## src/sb_defs.svh

```systemverilog
// store buffer sizing constants
// widths of the physical address, the store data and both queues

`ifndef SB_DEFS_SVH
`define SB_DEFS_SVH

// physical address width, split below into cache tag and index
`define SB_PLEN 34

// store data width, one byte enable per byte
`define SB_XLEN 64

// number of entries in the speculative queue (power of two)
`define SB_DEPTH_SPEC 4

// number of entries in the non-speculative commit queue (power of two)
`define SB_DEPTH_COMMIT 4

// data cache address split, tag and index together cover the full address
`define SB_INDEX_W 12
`define SB_TAG_W 22

`endif

```

## src/sb_pkg.sv

```systemverilog
// store buffer types
// address views, queue entry layout and pointer/counter widths

`include "sb_defs.svh"

package sb_pkg;

  // a page is 4 KiB, so the low 12 address bits are the page offset
  localparam int unsigned page_off_w = 12;
  localparam int unsigned page_num_w = `SB_PLEN - page_off_w;
  localparam int unsigned be_w       = `SB_XLEN / 8;
  // loads are checked at double-word granularity, offset bits below this are ignored
  localparam int unsigned match_lsb  = 3;

  localparam int unsigned spec_ptr_w   = $clog2(`SB_DEPTH_SPEC);
  localparam int unsigned commit_ptr_w = $clog2(`SB_DEPTH_COMMIT);

  // the address as the data cache sees it
  typedef struct packed {
    logic [`SB_TAG_W-1:0]   tag;
    logic [`SB_INDEX_W-1:0] index;
  } sb_cache_addr_t;

  // the same address as the MMU sees it, the offset is identical in VA and PA
  typedef struct packed {
    logic [page_num_w-1:0] page_num;
    logic [page_off_w-1:0] page_off;
  } sb_page_addr_t;

  typedef union packed {
    sb_cache_addr_t cache;
    sb_page_addr_t  page;
  } sb_paddr_u;

  // one buffered store
  typedef struct packed {
    sb_paddr_u           addr;
    logic [`SB_XLEN-1:0] data;
    logic [be_w-1:0]     be;
    logic [1:0]          size;
    logic                valid;
  } sb_entry_t;

  // counters carry one extra bit so that a full queue is distinguishable from empty
  typedef logic [spec_ptr_w-1:0]   sb_spec_ptr_t;
  typedef logic [spec_ptr_w:0]     sb_spec_cnt_t;
  typedef logic [commit_ptr_w-1:0] sb_commit_ptr_t;
  typedef logic [commit_ptr_w:0]   sb_commit_cnt_t;

endpackage

```

## src/sb_commit_queue.sv

```systemverilog
// non-speculative commit queue
// holds committed stores until the data cache grants them, oldest first

`include "sb_defs.svh"

module sb_commit_queue (
  input  logic                          clk_i,
  input  logic                          rst_ni,
  input  logic                          push_i,
  input  logic                          pop_i,
  input  sb_pkg::sb_commit_ptr_t        wptr_i,
  input  sb_pkg::sb_commit_ptr_t        rptr_i,
  // entry handed over from the speculative queue
  input  sb_pkg::sb_entry_t             entry_i,
  input  logic [sb_pkg::page_off_w-1:0] page_off_i,
  output logic                          head_valid_o,
  output logic                          match_o,
  // head entry presented to the data cache write port
  output logic [`SB_INDEX_W-1:0]        mem_index_o,
  output logic [`SB_TAG_W-1:0]          mem_tag_o,
  output logic [`SB_XLEN-1:0]           mem_wdata_o,
  output logic [sb_pkg::be_w-1:0]       mem_be_o,
  output logic [1:0]                    mem_size_o
);

  import sb_pkg::*;

  sb_paddr_u                   addr_q [`SB_DEPTH_COMMIT];
  logic [`SB_XLEN-1:0]         data_q [`SB_DEPTH_COMMIT];
  logic [be_w-1:0]             be_q   [`SB_DEPTH_COMMIT];
  logic [1:0]                  size_q [`SB_DEPTH_COMMIT];
  logic [`SB_DEPTH_COMMIT-1:0] valid_q;

  // ------------------------------------------------------------------
  // storage
  // ------------------------------------------------------------------
  always_ff @(posedge clk_i) begin : payload_wr
    if (push_i) begin
      addr_q[wptr_i] <= entry_i.addr;
      data_q[wptr_i] <= entry_i.data;
      be_q[wptr_i]   <= entry_i.be;
      size_q[wptr_i] <= entry_i.size;
    end
  end

  always_ff @(posedge clk_i or negedge rst_ni) begin : valid_wr
    if (!rst_ni) begin
      valid_q <= '0;
    end else begin
      // the head leaves on grant, there is no write response to wait for
      if (pop_i) begin
        valid_q[rptr_i] <= 1'b0;
      end
      // the speculative head is always valid when the core commits it
      if (push_i) begin
        valid_q[wptr_i] <= entry_i.valid;
      end
    end
  end

  // ------------------------------------------------------------------
  // cache write port
  // ------------------------------------------------------------------
  // the head only moves on a pop, so the fields stay put while a request waits
  assign head_valid_o = valid_q[rptr_i];
  assign mem_index_o  = addr_q[rptr_i].cache.index;
  assign mem_tag_o    = addr_q[rptr_i].cache.tag;
  assign mem_wdata_o  = data_q[rptr_i];
  assign mem_be_o     = be_q[rptr_i];
  assign mem_size_o   = size_q[rptr_i];

  // ------------------------------------------------------------------
  // page offset check
  // ------------------------------------------------------------------
  always_comb begin : offset_match
    match_o = 1'b0;
    // any valid committed store in the same double word makes the load wait
    for (int unsigned i = 0; i < `SB_DEPTH_COMMIT; i++) begin
      if (valid_q[i] && (addr_q[i].page.page_off[page_off_w-1:match_lsb] ==
                         page_off_i[page_off_w-1:match_lsb])) begin
        match_o = 1'b1;
      end
    end
  end

endmodule

```

## src/sb_ctrl.sv

```systemverilog
// store buffer controller
// owns all queue pointers and occupancy counters and runs the cache drain handshake

`include "sb_defs.svh"

module sb_ctrl (
  input  logic                   clk_i,
  input  logic                   rst_ni,
  // strobes and levels from the load/store unit
  input  logic                   valid_i,
  input  logic                   commit_i,
  input  logic                   flush_i,
  input  logic                   stall_i,
  // grant from the data cache and head status from the commit queue
  input  logic                   mem_gnt_i,
  input  logic                   head_valid_i,
  // enables for the two queues
  output logic                   spec_push_o,
  output logic                   spec_pop_o,
  output logic                   spec_flush_o,
  output logic                   commit_push_o,
  output logic                   commit_pop_o,
  output logic                   mem_req_o,
  // queue pointers
  output sb_pkg::sb_spec_ptr_t   spec_wptr_o,
  output sb_pkg::sb_spec_ptr_t   spec_rptr_o,
  output sb_pkg::sb_commit_ptr_t commit_wptr_o,
  output sb_pkg::sb_commit_ptr_t commit_rptr_o,
  // status towards the core
  output logic                   ready_o,
  output logic                   commit_ready_o,
  output logic                   no_st_pending_o,
  output logic                   empty_o
);

  import sb_pkg::*;

  localparam sb_spec_cnt_t   spec_depth   = sb_spec_cnt_t'(`SB_DEPTH_SPEC);
  localparam sb_commit_cnt_t commit_depth = sb_commit_cnt_t'(`SB_DEPTH_COMMIT);

  sb_spec_ptr_t   spec_wptr_q, spec_wptr_n;
  sb_spec_ptr_t   spec_rptr_q, spec_rptr_n;
  sb_spec_cnt_t   spec_cnt_q, spec_cnt_n;
  sb_commit_ptr_t commit_wptr_q, commit_wptr_n;
  sb_commit_ptr_t commit_rptr_q, commit_rptr_n;
  sb_commit_cnt_t commit_cnt_q, commit_cnt_n;

  // ------------------------------------------------------------------
  // queue enables
  // ------------------------------------------------------------------
  // a commit pops the speculative head and pushes it into the commit queue
  assign spec_push_o   = valid_i;
  assign spec_pop_o    = commit_i;
  assign spec_flush_o  = flush_i;
  assign commit_push_o = commit_i;

  // the head is offered to the cache as soon as it is valid, unless the core stalls us
  assign mem_req_o    = head_valid_i & ~stall_i;
  // a write counts as done on grant, there is no response to wait for
  assign commit_pop_o = mem_req_o & mem_gnt_i;

  // ------------------------------------------------------------------
  // speculative side
  // ------------------------------------------------------------------
  always_comb begin : spec_next
    spec_wptr_n = spec_wptr_q + sb_spec_ptr_t'(spec_push_o);
    spec_rptr_n = spec_rptr_q + sb_spec_ptr_t'(spec_pop_o);
    spec_cnt_n  = spec_cnt_q + sb_spec_cnt_t'(spec_push_o) - sb_spec_cnt_t'(spec_pop_o);
    // flush drops everything not yet committed, commit never comes with it
    if (spec_flush_o) begin
      spec_wptr_n = spec_rptr_q;
      spec_cnt_n  = '0;
    end
  end

  // ready looks one edge ahead, a commit in this cycle always frees a slot
  assign ready_o = (spec_cnt_n < spec_depth) || commit_i;

  // ------------------------------------------------------------------
  // commit side
  // ------------------------------------------------------------------
  always_comb begin : commit_next
    commit_wptr_n = commit_wptr_q + sb_commit_ptr_t'(commit_push_o);
    commit_rptr_n = commit_rptr_q + sb_commit_ptr_t'(commit_pop_o);
    commit_cnt_n  = commit_cnt_q + sb_commit_cnt_t'(commit_push_o)
                  - sb_commit_cnt_t'(commit_pop_o);
  end

  assign commit_ready_o  = commit_cnt_q < commit_depth;
  // nothing left that is committed but not yet written to the cache
  assign no_st_pending_o = commit_cnt_q == '0;
  assign empty_o         = (spec_cnt_q == '0) && no_st_pending_o;

  assign spec_wptr_o   = spec_wptr_q;
  assign spec_rptr_o   = spec_rptr_q;
  assign commit_wptr_o = commit_wptr_q;
  assign commit_rptr_o = commit_rptr_q;

  always_ff @(posedge clk_i or negedge rst_ni) begin : ctrl_regs
    if (!rst_ni) begin
      spec_wptr_q   <= '0;
      spec_rptr_q   <= '0;
      spec_cnt_q    <= '0;
      commit_wptr_q <= '0;
      commit_rptr_q <= '0;
      commit_cnt_q  <= '0;
    end else begin
      spec_wptr_q   <= spec_wptr_n;
      spec_rptr_q   <= spec_rptr_n;
      spec_cnt_q    <= spec_cnt_n;
      commit_wptr_q <= commit_wptr_n;
      commit_rptr_q <= commit_rptr_n;
      commit_cnt_q  <= commit_cnt_n;
    end
  end

endmodule

```

## src/sb_spec_queue.sv

```systemverilog
// speculative store queue
// holds uncommitted stores and checks them against the page offset of a load

`include "sb_defs.svh"

module sb_spec_queue (
  input  logic                               clk_i,
  input  logic                               rst_ni,
  input  logic                               push_i,
  input  logic                               pop_i,
  input  logic                               flush_i,
  input  sb_pkg::sb_spec_ptr_t               wptr_i,
  input  sb_pkg::sb_spec_ptr_t               rptr_i,
  // store being placed into the queue
  input  sb_pkg::sb_paddr_u                  paddr_i,
  input  logic [`SB_XLEN-1:0]                data_i,
  input  logic [sb_pkg::be_w-1:0]            be_i,
  input  logic [1:0]                         size_i,
  // load offset check
  input  logic [sb_pkg::page_off_w-1:0]      page_off_i,
  input  logic                               valid_nf_i,
  output sb_pkg::sb_entry_t                  head_o,
  output logic                               match_o
);

  import sb_pkg::*;

  // payload storage, only the valid bits carry meaning after reset
  sb_paddr_u                addr_q [`SB_DEPTH_SPEC];
  logic [`SB_XLEN-1:0]      data_q [`SB_DEPTH_SPEC];
  logic [be_w-1:0]          be_q   [`SB_DEPTH_SPEC];
  logic [1:0]               size_q [`SB_DEPTH_SPEC];
  logic [`SB_DEPTH_SPEC-1:0] valid_q;

  always_ff @(posedge clk_i) begin : payload_wr
    if (push_i) begin
      addr_q[wptr_i] <= paddr_i;
      data_q[wptr_i] <= data_i;
      be_q[wptr_i]   <= be_i;
      size_q[wptr_i] <= size_i;
    end
  end

  always_ff @(posedge clk_i or negedge rst_ni) begin : valid_wr
    if (!rst_ni) begin
      valid_q <= '0;
    end else if (flush_i) begin
      valid_q <= '0;
    end else begin
      if (pop_i) begin
        valid_q[rptr_i] <= 1'b0;
      end
      // placed after the pop so a push into the slot being freed keeps its valid bit
      if (push_i) begin
        valid_q[wptr_i] <= 1'b1;
      end
    end
  end

  // oldest speculative store, copied into the commit queue on commit
  assign head_o = '{addr:  addr_q[rptr_i],
                    data:  data_q[rptr_i],
                    be:    be_q[rptr_i],
                    size:  size_q[rptr_i],
                    valid: valid_q[rptr_i]};

  // ------------------------------------------------------------------
  // page offset check
  // ------------------------------------------------------------------
  always_comb begin : offset_match
    // the store entering this cycle is not registered yet but must still block the load
    match_o = valid_nf_i &&
              (paddr_i.page.page_off[page_off_w-1:match_lsb] ==
               page_off_i[page_off_w-1:match_lsb]);
    for (int unsigned i = 0; i < `SB_DEPTH_SPEC; i++) begin
      if (valid_q[i] && (addr_q[i].page.page_off[page_off_w-1:match_lsb] ==
                         page_off_i[page_off_w-1:match_lsb])) begin
        match_o = 1'b1;
      end
    end
  end

endmodule

```

## src/store_buffer.sv

```systemverilog
// two-stage store buffer for the load/store unit
// speculative stores are committed into a queue that drains to the data cache

`include "sb_defs.svh"

module store_buffer (
  input  logic                          clk_i,
  input  logic                          rst_ni,
  // core side
  input  logic                          valid_i,
  input  logic                          commit_i,
  input  logic                          flush_i,
  input  logic                          stall_i,
  input  sb_pkg::sb_paddr_u             paddr_i,
  input  logic [`SB_XLEN-1:0]           data_i,
  input  logic [sb_pkg::be_w-1:0]       be_i,
  input  logic [1:0]                    size_i,
  output logic                          ready_o,
  output logic                          commit_ready_o,
  output logic                          no_st_pending_o,
  output logic                          empty_o,
  // load offset check
  input  logic [sb_pkg::page_off_w-1:0] page_off_i,
  input  logic                          valid_nf_i,
  output logic                          page_match_o,
  // data cache write port
  input  logic                          mem_gnt_i,
  output logic                          mem_req_o,
  output logic [`SB_INDEX_W-1:0]        mem_index_o,
  output logic [`SB_TAG_W-1:0]          mem_tag_o,
  output logic [`SB_XLEN-1:0]           mem_wdata_o,
  output logic [sb_pkg::be_w-1:0]       mem_be_o,
  output logic [1:0]                    mem_size_o
);

  import sb_pkg::*;

  logic           spec_push, spec_pop, spec_flush;
  logic           commit_push, commit_pop, head_valid;
  logic           spec_match, commit_match;
  sb_spec_ptr_t   spec_wptr, spec_rptr;
  sb_commit_ptr_t commit_wptr, commit_rptr;
  sb_entry_t      spec_head;

  sb_ctrl u_ctrl (
    .clk_i, .rst_ni, .valid_i, .commit_i, .flush_i, .stall_i, .mem_gnt_i,
    .head_valid_i    (head_valid),
    .spec_push_o     (spec_push),
    .spec_pop_o      (spec_pop),
    .spec_flush_o    (spec_flush),
    .commit_push_o   (commit_push),
    .commit_pop_o    (commit_pop),
    .mem_req_o,
    .spec_wptr_o     (spec_wptr),
    .spec_rptr_o     (spec_rptr),
    .commit_wptr_o   (commit_wptr),
    .commit_rptr_o   (commit_rptr),
    .ready_o, .commit_ready_o, .no_st_pending_o, .empty_o
  );

  sb_spec_queue u_spec_queue (
    .clk_i, .rst_ni,
    .push_i  (spec_push),
    .pop_i   (spec_pop),
    .flush_i (spec_flush),
    .wptr_i  (spec_wptr),
    .rptr_i  (spec_rptr),
    .paddr_i, .data_i, .be_i, .size_i, .page_off_i, .valid_nf_i,
    .head_o  (spec_head),
    .match_o (spec_match)
  );

  sb_commit_queue u_commit_queue (
    .clk_i, .rst_ni,
    .push_i       (commit_push),
    .pop_i        (commit_pop),
    .wptr_i       (commit_wptr),
    .rptr_i       (commit_rptr),
    .entry_i      (spec_head),
    .page_off_i,
    .head_valid_o (head_valid),
    .match_o      (commit_match),
    .mem_index_o, .mem_tag_o, .mem_wdata_o, .mem_be_o, .mem_size_o
  );

  // a load has to wait if either queue still holds a store in the same double word
  assign page_match_o = spec_match | commit_match;

endmodule

```

## config.mk

```make
export PLATFORM = sky130hd
export DESIGN_NAME = store_buffer
export DESIGN_NICKNAME = d
export VERILOG_FILES = /design/src/sb_pkg.sv /design/src/sb_commit_queue.sv /design/src/sb_ctrl.sv /design/src/sb_spec_queue.sv /design/src/store_buffer.sv
export VERILOG_INCLUDE_DIRS = /design/src
export SDC_FILE = /design/constraint.sdc
export NUM_CORES = 1
export LEC_CHECK = 0
export ABC_AREA = 1
export ABC_CLOCK_PERIOD_IN_PS = 18650
export BUFFER_PORTS_ARGS = -buffer_cell sky130_fd_sc_hd__buf_2
export CAP_MARGIN = 15
export CELL_PAD_IN_SITES_DETAIL_PLACEMENT = 1
export CELL_PAD_IN_SITES_GLOBAL_PLACEMENT = 1
export CORE_MARGIN = 5
export CORE_UTILIZATION = 40
export DETAILED_ROUTE_END_ITERATION = 12
export PLACE_DENSITY_LB_ADDON = 0.1
export SLEW_MARGIN = 0
export SYNTH_ARGS = -nofsm -noshare
export SYNTH_HDL_FRONTEND = slang
export SYNTH_SLANG_ARGS = --single-unit
```

## constraint.sdc

```tcl
create_clock -name clk_i -period 18.65 [get_ports clk_i]
set_input_delay 2.7975 -clock clk_i [delete_from_list [all_inputs] [get_ports clk_i]]
set_output_delay 2.7975 -clock clk_i [all_outputs]
set_load 0.01 [all_outputs]
```

Word level (Yosys, flattened, before mapping) --
Memory sizes are Yosys's and may differ from the RTL's. Cells that the tools add are included.
Storage, ports and cells: input bits 128, RAM bits 864, output and inout bits 114, memories 8, flip-flop bits (word level) 22, latch bits 0, ROM bits 0
Cells by class: bitwise operators 9, add/sub/neg operators 8, multipliers 0, shift operators 0, divide/modulo/power cells 0, equal/unequal tests 9, reduce and logical (&&, ||, !) cells 17, magnitude comparators 10, multiplexer cells 33
Memory list:
- u_commit_queue.data_q | depth 4, width 64, read ports 1, clocked after Yosys merged registers in 0, wr ports 1, RTL line sb_commit_queue.sv:29 | logic [`SB_XLEN-1:0] data_q [`SB_DEPTH_COMMIT];
- u_spec_queue.data_q | depth 4, width 64, read ports 1, clocked after Yosys merged registers in 0, wr ports 1, RTL line sb_spec_queue.sv:30 | logic [`SB_XLEN-1:0] data_q [`SB_DEPTH_SPEC];
- u_commit_queue.addr_q | depth 4, width 34, read ports 5, clocked after Yosys merged registers in 0, wr ports 1, RTL line sb_commit_queue.sv:28 | sb_paddr_u addr_q [`SB_DEPTH_COMMIT];
- u_spec_queue.addr_q | depth 4, width 34, read ports 5, clocked after Yosys merged registers in 0, wr ports 1, RTL line sb_spec_queue.sv:29 | sb_paddr_u addr_q [`SB_DEPTH_SPEC];
- u_commit_queue.be_q | depth 4, width 8, read ports 1, clocked after Yosys merged registers in 0, wr ports 1, RTL line sb_commit_queue.sv:30 | logic [be_w-1:0] be_q [`SB_DEPTH_COMMIT];
- u_spec_queue.be_q | depth 4, width 8, read ports 1, clocked after Yosys merged registers in 0, wr ports 1, RTL line sb_spec_queue.sv:31 | logic [be_w-1:0] be_q [`SB_DEPTH_SPEC];
- 2 more memories
Operators with widths (number):
- 9-bit == test | 9
- 4-bit two-way mux | 6
- 1-bit two-way mux | 18
- 1-bit logical AND | 14
- 2-bit by 3-bit less-than comparator with 1-bit output (second input constant) | 4
- 2-bit by 1-bit adder with 2-bit output | 4
- 4-bit bitwise AND | 2
- 1-bit demux with 2-bit select | 4
- 2-bit by 1-bit greater-or-equal comparator with 1-bit output (second input constant) | 4
- 4-bit inverter | 2
- 3-bit by 1-bit adder with 3-bit output | 2
- 3-bit logical NOT | 2
- 3-bit less-than comparator (second input constant) | 2
- 3-bit by 1-bit subtractor with 3-bit output | 2
- 1-bit binary-select mux with 2-bit select | 2
- 4-bit bitwise mux | 1
- 4-bit bitwise OR | 1
- 3-bit two-way mux | 1
- 1-bit bitwise AND | 2
- 2-bit two-way mux | 1
- 1-bit logical OR | 1
- 1-bit inverter | 1
- 1-bit bitwise OR | 1

Depth between registers and ports, before layout --
Gate-level depths: netlist of run 1.
depth after elaboration 11, gate-level depth with buffers 14, mapped depth without buffers 13

Modules after synthesis --
A second synthesis of run 1 with hierarchy kept.
Second synthesis, totals: cells, all modules 2324, area total of the unflattened synthesis 34091.4 µm²
By module, submodules not included:
- sb_spec_queue | seq. area each 13072.5 µm², times used 1, cells an instance 1137, area each 16767.3 µm²
- sb_commit_queue | seq. area each 13072.5 µm², times used 1, cells an instance 1108, area each 16562.1 µm²
- sb_ctrl | seq. area each 350.3 µm², times used 1, cells an instance 76, area each 750.7 µm²
- store_buffer | seq. area each 0.0 µm², times used 1, cells an instance 3, area each 11.3 µm²

Worst setup path before layout of run 1 --
No wires, ideal clock.
kind input -> register, start in commit_i, end mem u_commit_queue.addr_q[1][0] (netlist bit) (enable), setup slack 7.648 ns, data arrival time 10.289 ns, setup time 0.713 ns, required time 17.937 ns, buffers on the path 0, stages on the path 2, path through inv_1 > nor3_1
Between the ends: word-level cells in the longest chain between the ends 2
Ends and longest elaborated chain:
- start, declared | RTL line store_buffer.sv:11 | input logic commit_i,
- 1-bit two-way mux | RTL line sb_commit_queue.sv:38 | if (push_i) begin
- 1-bit two-way mux (not written as such) | RTL line sb_commit_queue.sv:39 | addr_q[wptr_i] <= entry_i.addr;
- end, declared | RTL line sb_commit_queue.sv:28
No other way between the ends.

Worst setup path in the final report of run 1 --
start in commit_i, end out ready_o
Between the ends: word-level cells in the longest chain between the ends 4
Ends and longest elaborated chain:
- 3-bit by 1-bit subtractor with 3-bit output | RTL line sb_ctrl.sv:68 | spec_cnt_n = spec_cnt_q + sb_spec_cnt_t'(spec_push_o) - sb_spec_cnt_t'(spec_pop_o);
- 3-bit two-way mux | RTL line sb_ctrl.sv:70 | if (spec_flush_o) begin
- net u_ctrl.spec_cnt_n[2] | RTL line sb_ctrl.sv:43 | sb_spec_cnt_t spec_cnt_q, spec_cnt_n;
- 3-bit less-than comparator | RTL line sb_ctrl.sv:77 | assign ready_o = (spec_cnt_n < spec_depth) || commit_i;
- 1-bit logical OR | RTL line sb_ctrl.sv:77
- end, declared | RTL line store_buffer.sv:18 | output logic ready_o,
The timed path passes the listed nets, and every way through them passes these cells.

==> results of run 1 <==
[final cells by class]
cell class / instances / area share
antenna: 16 / 0.00103
timing repair buffer: 274 / 0.0381
clock inverter: 50 / 0.0107
inverter: 86 / 0.00873
sequential: 886 / 0.685
tap: 1080 / 0.0349
clock buffer: 118 / 0.0639
multi-input combinational: 1077 / 0.158
[metrics by stage]
| step | area, um2 | utilization |
|---|---|---|
| after CTS | 38700 | 0.464 |
| after global placement | 35800 | 0.429 |
| after global routing | 38700 | 0.464 |
| final | 38700 | 0.465 |
| after detailed placement | 35800 | 0.429 |
| after floorplan | 33500 | - |
[routing by layer]
metal,GRT usage,vias to the layer above
met2,0.366,484
met3,0.0457,138
li1,-,8845
met1,0.262,10233
met5,0,-
met4,0.0582,10
[worst max-delay path by stage]
stage	startpoint	end	slack, ns	depth (start not counted)
after floorplan	commit_i	u_commit_queue.addr_q[1][0]	7.65	2
after global placement	commit_i	ready_o	11.40	11
after detailed placement	commit_i	ready_o	11.38	11
after CTS	commit_i	ready_o	11.37	11
after global routing	commit_i	ready_o	11.26	11
final	commit_i	ready_o	11.40	11
[cells by family (layout without fill, tap and decap cells)]
kind of cell,Yosys count,in the layout,synth area share
AO/OA/AOI/OAI,335,335,0.0741
XOR/XNOR,37,37,0.00968
adder cells (fa/ha/maj),10,10,0.00419
buffers and inverters,211,528,0.0274
flip-flops,886,886,0.792
other,0,16,0
AND/OR/NAND/NOR,695,695,0.0927
[worst max-delay path, cell delays in order]
cell and delay (ns):
buf_2 0.22, ha_1 0.27, inv_1 0.05, ha_1 0.13, inv_1 0.05, fa_1 0.37, inv_1 0.07, o21ai_0 0.08
a21oi_1 0.16, nand2_1 0.09, buf_2 0.15
[power by group]
part           internal [W]  switching (W)  total (W)  leakage, nW
logic              0.000522        0.00156    0.00208         3.98
clock network       0.00101       0.000758    0.00177         1.41
registers           0.00290       0.000137    0.00304         8.24
[synth_stat cells, types with 10 or more instances]
cell type  count  area, um2
nand3_1      345       1730
buf_2         65        325
nor3_1        10       50.1
buf_4         12       90.1
edfxtp_1     864      25900
nand2_1      273       1020
xnor2_1       22        193
nor2_1        53        199
clkbuf_1      45        169
a22oi_1      289       2170
xor2_1        15        131
inv_1         79        297
dfrtp_1       22        551
[cell usage in the layout (no fill, tap or decap), types with 3 or more instances in the layout]
cell,n
o21ai_0,9
buf_4,35
nor3_1,4
bufinv_16,5
nor2_1,51
clkbuf_16,95
xor2_1,15
ha_1,8
clkinv_1,28
edfxtp_1,864
nand3_1,345
inv_6,4
inv_1,77
a21oi_1,8
inv_2,3
a21boi_0,3
clkbuf_1,22
nand4_1,5
o211ai_1,7
clkinv_2,14
xnor2_1,22
buf_2,238
or2_2,3
a22oi_1,289
nor3_2,6
dfrtp_1,20
nor2_4,5
diode_2,16
nand2_1,273
o22ai_1,3
o221ai_1,9
[sequential cells by signal, summed over array words and instances (netlist names)]
name                    flops
u_commit_queue.addr_q     136
u_commit_queue.be_q        32
u_commit_queue.data_q     256
u_commit_queue.size_q       8
u_commit_queue.valid_q      4
u_ctrl.commit_cnt_q         3
u_ctrl.commit_rptr_o        2
u_ctrl.commit_wptr_o        2
u_ctrl.spec_cnt_q           3
u_ctrl.spec_rptr_o          2
u_ctrl.spec_wptr_o          2
u_spec_queue.addr_q       136
u_spec_queue.be_q          32
u_spec_queue.data_q       256
u_spec_queue.size_q         8
u_spec_queue.valid_q        4
==> results.cfg, run 1 <==
[cells_and_area]
fin_nets = 2557
num-fill-cells = 8236
final_layout_size_suffix_gt1_frac = 0.168
syn2layout_area_growth_pct = 15.6
multi_input_area_mm2 = 0.00610
seq_area_mm2 = 0.0265
fin_cells = 3587

[placement]
port_buffers = 238
post-place-ws_ns = 11.38
gp_congestion = 0.795
dp.cells = 3403
place_hpwl_mm = 52.6

[logic_synthesis]
avgSynthCellArea_um2 = 15.4
ys.flop_type = edfxtp_1
async_reset_ff_frac = 0.0248
synth_cell_types = 35
ys_warn_count = 0
synth_area_mm2 = 0.0335
synth_nets = 2312
synthCells = 2174
ys_seq_area_frac = 0.792
ys_seq_elements = 886
synth_edf_count = 864

[clocking]
clk_latency_ns = 0.65
clkTransAtPathRegs_ns = 0.06
cts.sink_count = 886
cts_tree = built
cts_made_buffers = 94
cts_resized = 0
ctsHoldBuffers = 0
clock_path_buffers = 3
cts_setup_buffers = 0
root_buffer = clkbuf_16
htree_levels = 3

[power_and_ir_drop]
ir_drop_mv = 0.0940
power_density_mw_per_mm2 = 178
total_power_w = 0.00689
p_leak_nw = 13.6

[grt]
antenna_found_initial = 27
grt_pass1_vias = 21303
grt_use_total = 0.208
grt_start_max_net_pins = 110
grt-ovfl-total = 0
grt_pass1_wl_mm = 140

[timing]
relSlewSlack = 0.221
post-route-min-period_ns = 7.25
rsz0062_at_grt = no
finalCritPeriodShare = 0.389
fin_hold_ws_ns = 0.559
setup_ws_ns = 11.40
finalHoldViolations = 0
slew_viol_final = 0
setup_tns_ns = 0
fin_skew_ns = 0.0234
worst_slew_pin_slew_ns = 1.17
fmax_mhz = 138
setup_viol = 0

[routing]
wl_met3_mm = 5.52
wl_met1_mm = 39.5
post_drt_wl_per_cell_um = 26.5
ant_nets = 0
via_count = 19710
via_per_inst = 5.49
first_pass_iters = 5
met2_length_mm = 47.9
drt_iter0_drc = 1378
highest-signal-layer = met5
routed_wl_mm = 95.1
drc = 0

[floorplanning]
fp.dieArea_mm2 = 0.0895
die_x_um = 299
start_util = 0.402
core_mm2 = 0.0833
row_count = 106
dieHeight_um = 299
io_pins = 242

[run_status]
status = completed

[job]
drv_cap = 0

[critical_path]
worstPathRequired_ns = 15.85
r2r_start = u_ctrl.commit_rptr_o[1]
crit_type = in -> out
r2r.worst_path.cells = 14
critPathMaxFanout = 9
start_kind = input port
r2r_setup_slack_ns = 14.74
cp.arrival_ns = 4.45
r2r_end = u_ctrl.commit_cnt_q[2]
endpoint_kind = primary output

[worst_hold_path]
hp-class = reg -> reg
hold_path_depth = 2
hold_start = u_ctrl.commit_cnt_q[2]
holdPathEnd = u_ctrl.commit_cnt_q[2]
Power figures use the tool's default switching activity.
==> inputs of run 2 (changes only) <==
--- a/config.mk
+++ b/config.mk
@@ -7,7 +7,7 @@
 export NUM_CORES = 1
 export LEC_CHECK = 0
 export ABC_AREA = 1
-export ABC_CLOCK_PERIOD_IN_PS = 18650
+export ABC_CLOCK_PERIOD_IN_PS = 5900
 export BUFFER_PORTS_ARGS = -buffer_cell sky130_fd_sc_hd__buf_2
 export CAP_MARGIN = 15
 export CELL_PAD_IN_SITES_DETAIL_PLACEMENT = 1
==> constraint.sdc (replaced) <==
create_clock -name clk_i -period 5.9 [get_ports clk_i]
set_input_delay 0.885 -clock clk_i [delete_from_list [all_inputs] [get_ports clk_i]]
set_output_delay 0.885 -clock clk_i [all_outputs]
set_load 0.01 [all_outputs]
==> run 2 against run 1 <==
Net effect: routed wire length up 1.4%; non-clock buffer count up 2; register-to-register slack worse by 12 ns; final area up 0.43%; worst hold slack worse by 0.33 ns; via count up 0.89%; worst setup slack worse by 9.5 ns; first-iteration DRC count up 4.6%; clock power rose to 3.2 times the previous value; die area unchanged; total power rose to 3.2 times the previous value; largest power group unchanged.
==> results.cfg, run 2 (synthesis results as in run 1) <==
[clocking]
htree_levels = 3
cts_made_buffers = 94
cts.sink_count = 886
cts_tree = built
clkTransAtPathRegs_ns = 0.06
clk_latency_ns = 0.65
cts_resized = 0
root_buffer = clkbuf_16
ctsHoldBuffers = 0
clock_path_buffers = 3
cts_setup_buffers = 0

[timing]
setup_viol = 0
finalCritPeriodShare = 0.683
slew_viol_final = 0
relSlewSlack = 0.231
rsz0062_at_grt = no
worst_slew_pin_slew_ns = 1.15
fin_skew_ns = 0.0261
fmax_mhz = 248
finalHoldViolations = 0
setup_ws_ns = 1.87
post-route-min-period_ns = 4.03
setup_tns_ns = 0

[routing]
via_per_inst = 5.54
drc = 0
drt_iter0_drc = 1441
via_count = 19886
post_drt_wl_per_cell_um = 26.9
ant_nets = 0
first_pass_iters = 5
routed_wl_mm = 96.5

[grt]
grt_use_total = 0.212
grt_pass1_wl_mm = 142
grt_start_max_net_pins = 158
antenna_found_initial = 25
grt_pass1_vias = 21497
grt-ovfl-total = 0

[cells_and_area]
final_common_cell = edfxtp_1
num-fill-cells = 8182
layout_common_cells = 864 x edfxtp_1, 345 x nand3_1, 289 x a22oi_1
seq_area_mm2 = 0.0265
final_layout_size_suffix_gt1_frac = 0.170
syn2layout_area_growth_pct = 16.1
reg_top3 = u_commit_queue.data_q x256, u_spec_queue.data_q x256
multi_input_area_mm2 = 0.00611
fin_nets = 2559

[critical_path]
worstPathCellList = nand2_2, inv_4, buf_4, a22oi_1, nand2_1, buf_2
endpoint_kind = primary output
r2r_setup_slack_ns = 2.60
crit_slowest_cell = buf_4
critPathTopFamily = buffers and inverters
crit_type = reg -> out
max_stage_delay_ns = 0.61
start_kind = flip-flop
cp.arrival_ns = 3.14
worstPathRequired_ns = 5.02
crit_buf_inv = 3
critPathMaxFanout = 38

[placement]
place_hpwl_mm = 53.3
port_buffers = 238
post-place-ws_ns = 2.47
gp_congestion = 0.826

[worst_hold_path]
hp-class = in -> async

[floorplanning]
dieHeight_um = 299
row_count = 106
start_util = 0.402
io_pins = 242
fp.dieArea_mm2 = 0.0895
core_mm2 = 0.0833
die_x_um = 299

[job]
drv_cap = 0

[power_and_ir_drop]
power_density_mw_per_mm2 = 566
ir_drop_mv = 0.345
p_leak_nw = 13.7

[run_status]
status = completed
==> run 2: cell types whose count changed in the layout (fill, tap and decap cells not counted), moves of 2 or more <==
cell | before | now
buf_12 | 1 | 5
buf_4 | 35 | 32
bufinv_16 | 5 | 8
clkbuf_1 | 22 | 19
clkinv_1 | 28 | 30
diode_2 | 16 | 14
nor3_2 | 6 | 4
nor3_4 | 0 | 2
==> run 2: worst reg2reg max path, stage by stage, from the launching register on <==
cell	delay [ns]
dfrtp_1	0.52
inv_1	0.13
nor2_4	0.72
a22oi_1	0.15
nand2_1	0.18
nand3_2	0.15
inv_1	0.16
ha_1	0.25
inv_1	0.05
ha_1	0.13
inv_1	0.05
fa_1	0.40
xnor2_1	0.18
xor2_1	0.16
==> run 2: worst paths after layout <==
kind,from,depth (start not counted),to
worst min register to register,u_ctrl.commit_cnt_q[2],2,u_ctrl.commit_cnt_q[2]
worst max register to register,u_ctrl.commit_rptr_o[1],13,u_ctrl.commit_cnt_q[2]
max in group asynchronous,rst_ni,1,u_ctrl.spec_rptr_o[1]
min in group clk_i,data_i[10],1,u_spec_queue.data_q[2][10]
worst min-delay path,rst_ni,1,u_ctrl.commit_cnt_q[2]
worst max-delay path,u_ctrl.commit_rptr_o[0],6,mem_size_o[1]
==> run 2: metal layers <==
metal | wire length, um | track usage | vias up
li1 | - | - | 8858
met1 | 40100 | 0.269 | 10431
met2 | 49400 | 0.375 | 452
met3 | 4700 | 0.0363 | 139
met4 | 2220 | 0.0613 | 6
met5 | 40 | 0 | -
==> run 2: report_power, final <==
group	switching [W]	internal, W	total [W]	leakage [nW]
registers	0.000551	0.00917	0.00973	8.24
logic	0.00483	0.00168	0.00651	4.02
clock network	0.00242	0.00333	0.00574	1.45
==> run 2: final cells by class <==
cell class	count	area share
antenna	14	0.000902
clock buffer	115	0.0637
clock inverter	55	0.0130
inverter	86	0.00869
multi-input combinational	1077	0.157
sequential	886	0.682
tap	1080	0.0348
timing repair buffer	276	0.0397
==> run 2: stage by stage <==
step                area (um2)  hold slack, ns  utilization  cells  total power, W
global placement         35800           0.551        0.430   3404          0.0162
finish                   38900           0.225        0.467   3589          0.0220
floorplan                33500           0.461            -   2174          0.0135
global route             38800           0.247        0.466   3583          0.0231
detailed placement       35800           0.553        0.430   3405          0.0165
CTS                      38800           0.207        0.466   3575          0.0223
==> inputs of run 3 (changes only) <==
--- a/config.mk
+++ b/config.mk
@@ -7,7 +7,7 @@
 export NUM_CORES = 1
 export LEC_CHECK = 0
 export ABC_AREA = 1
-export ABC_CLOCK_PERIOD_IN_PS = 5900
+export ABC_CLOCK_PERIOD_IN_PS = 4200
 export BUFFER_PORTS_ARGS = -buffer_cell sky130_fd_sc_hd__buf_2
 export CAP_MARGIN = 15
 export CELL_PAD_IN_SITES_DETAIL_PLACEMENT = 1
==> constraint.sdc (replaced) <==
create_clock -name clk_i -period 4.2 [get_ports clk_i]
set_input_delay 0.63 -clock clk_i [delete_from_list [all_inputs] [get_ports clk_i]]
set_output_delay 0.63 -clock clk_i [all_outputs]
set_load 0.01 [all_outputs]
==> run 3 against run 2 <==
Net effect: non-clock buffer count increased by 8; largest power group unchanged; clock power grew 41%; via count fell by 0.98%; critical path type unchanged; core utilization rose by 0.30 points; worst hold slack got worse by 0.024 ns; count of clock-buffer cells in the layout down 1; cell count rose by 0.17%; worst setup slack worse by 1.2 ns.
==> results.cfg, run 3 (synthesis results as in run 1) <==
[critical_path]
worstPathCellList = nand2_2, inv_4, buf_12, nand2_1, nand3_1, buf_2
cp.arrival_ns = 2.93
r2r_setup_slack_ns = 1.21
worstPathRequired_ns = 3.57
r2r.worst_path.cells = 13
endpoint_kind = primary output
max_stage_delay_ns = 0.52
critPathMaxFanout = 81
crit_type = reg -> out
start_kind = flip-flop
r2r_start = u_ctrl.commit_rptr_o[0]
r2r_end = u_ctrl.commit_cnt_q[2]
crit_slowest_cell = dfrtp_1

[routing]
via_per_inst = 5.48
first_pass_iters = 5
ant_nets = 0
drc = 0
drt_iter0_drc = 1297
routed_wl_mm = 93.8
via_count = 19692
post_drt_wl_per_cell_um = 26.1

[timing]
fin_skew_ns = 0.0212
finalHoldViolations = 0
finalCritPeriodShare = 0.847
setup_tns_ns = 0
setup_viol = 0
worst_slew_pin_slew_ns = 1.06
slew_viol_final = 0
rsz0062_at_grt = no
fmax_mhz = 281
post-route-min-period_ns = 3.56
relSlewSlack = 0.296

[placement]
placed_cell_area_mm2 = 0.0360
port_buffers = 238
dp.cells = 3412
place_hpwl_mm = 52.6
gp_congestion = 0.798

[clocking]
cts.sink_count = 886
cts_resized = 0
cts_tree = built
clkTransAtPathRegs_ns = 0.06
clock_path_buffers = 3
cts_setup_buffers = 0
htree_levels = 3
clk_latency_ns = 0.64
ctsHoldBuffers = 1
cts_made_buffers = 95
root_buffer = clkbuf_16

[job]
drv_cap = 0

[run_status]
status = completed

[worst_hold_path]
hold_path_depth = 1
hp-class = in -> reg
hold_start = data_i[0]
holdPathEnd = u_spec_queue.data_q[1][0]

[floorplanning]
row_count = 106
start_util = 0.402
fp.dieArea_mm2 = 0.0895
core_mm2 = 0.0833
dieHeight_um = 299
die_x_um = 299
io_pins = 242

[grt]
grt_start_max_net_pins = 109
antenna_found_initial = 22
grt_pass1_wl_mm = 139
grt-ovfl-total = 0
grt_pass1_vias = 21133
grt_use_total = 0.206

[power_and_ir_drop]
p_leak_nw = 13.8
ir_drop_mv = 0.492
power_density_mw_per_mm2 = 790

[cells_and_area]
stdcell_area_mm2 = 0.0391
layout_common_cells = 864 x edfxtp_1, 345 x nand3_1, 289 x a22oi_1
reg_top3 = u_commit_queue.data_q x256, u_spec_queue.data_q x256
fin_cells = 3595
final_layout_size_suffix_gt1_frac = 0.176
final_common_cell = edfxtp_1
num-fill-cells = 8228
fin_nets = 2568
syn2layout_area_growth_pct = 16.9
==> run 3: changes by cell type in the layout (fill, tap and decap cells not counted), moves of 3 or more <==
cell,previous run,this run
buf_12,5,15
clkbuf_1,19,16
clkinv_1,30,25
clkinv_2,13,22
diode_2,14,9
nor3_2,4,0
nor3_4,2,6
==> run 3: layout make-up <==
cell class,instances,area [um2],share of cell area
inverters,86,338,0.00864
multi-input cells,1077,6130,0.157
diodes,9,22.5,0.000576
repair buffers,284,1730,0.0441
clock inverters,59,536,0.0137
well taps,1080,1350,0.0345
clock buffers,114,2500,0.0639
flip-flops and latches,886,26500,0.678
==> run 3: worst max-delay path: cells and delay by family (launching register included) <==
| family | cells | cell delay [ns] |
|---|---|---|
| flip-flops | 1 | 0.52 |
| buffers and inverters | 3 | 1.02 |
| AND/OR/NAND/NOR | 3 | 0.63 |
==> run 3: through the flow <==
| step | util | total power, W | hold WS (ns) | setup slack, ns |
|---|---|---|---|---|
| 2_1_floorplan | - | 0.0189 | 0.334 | -1.27 |
| 3_3_place_gp | 0.433 | 0.0229 | 0.550 | 1.18 |
| 3_5_place_dp | 0.433 | 0.0232 | 0.560 | 1.14 |
| 4_1_cts | 0.469 | 0.0314 | 0.154 | 0.571 |
| 5_1_grt | 0.469 | 0.0326 | 0.175 | 0.532 |
| 6_report | 0.470 | 0.0309 | 0.201 | 0.643 |
==> run 3: how the worst max path moves through the flow <==
stage / from / to / slack (ns) / cells past startpoint
floorplan: valid_i / u_spec_queue.addr_q[2][0] / -1.27 / 2
global placement: u_ctrl.commit_rptr_o[0] / u_ctrl.commit_cnt_q[2] / 1.18 / 13
detailed placement: u_ctrl.commit_rptr_o[0] / u_ctrl.commit_cnt_q[2] / 1.14 / 13
CTS: u_ctrl.commit_rptr_o[0] / mem_wdata_o[54] / 0.57 / 6
global route: u_ctrl.commit_rptr_o[0] / mem_wdata_o[54] / 0.53 / 6
finish: u_ctrl.commit_rptr_o[0] / mem_wdata_o[54] / 0.64 / 6
==> run 3: layer usage <==
layer  up-vias  GRT usage  share of wire
li1       8880          -              -
met1     10269      0.259           0.42
met2       401      0.369           0.51
met3       130     0.0424          0.052
met4        12     0.0489          0.018
met5         -          0        0.00080
==> run 3: report_power, final <==
part	internal, W	leakage (nW)	total (W)	switching, W
registers	0.0129	8.24	0.0137	0.000812
clock network	0.00478	1.49	0.00811	0.00333
logic	0.00249	4.10	0.00911	0.00663
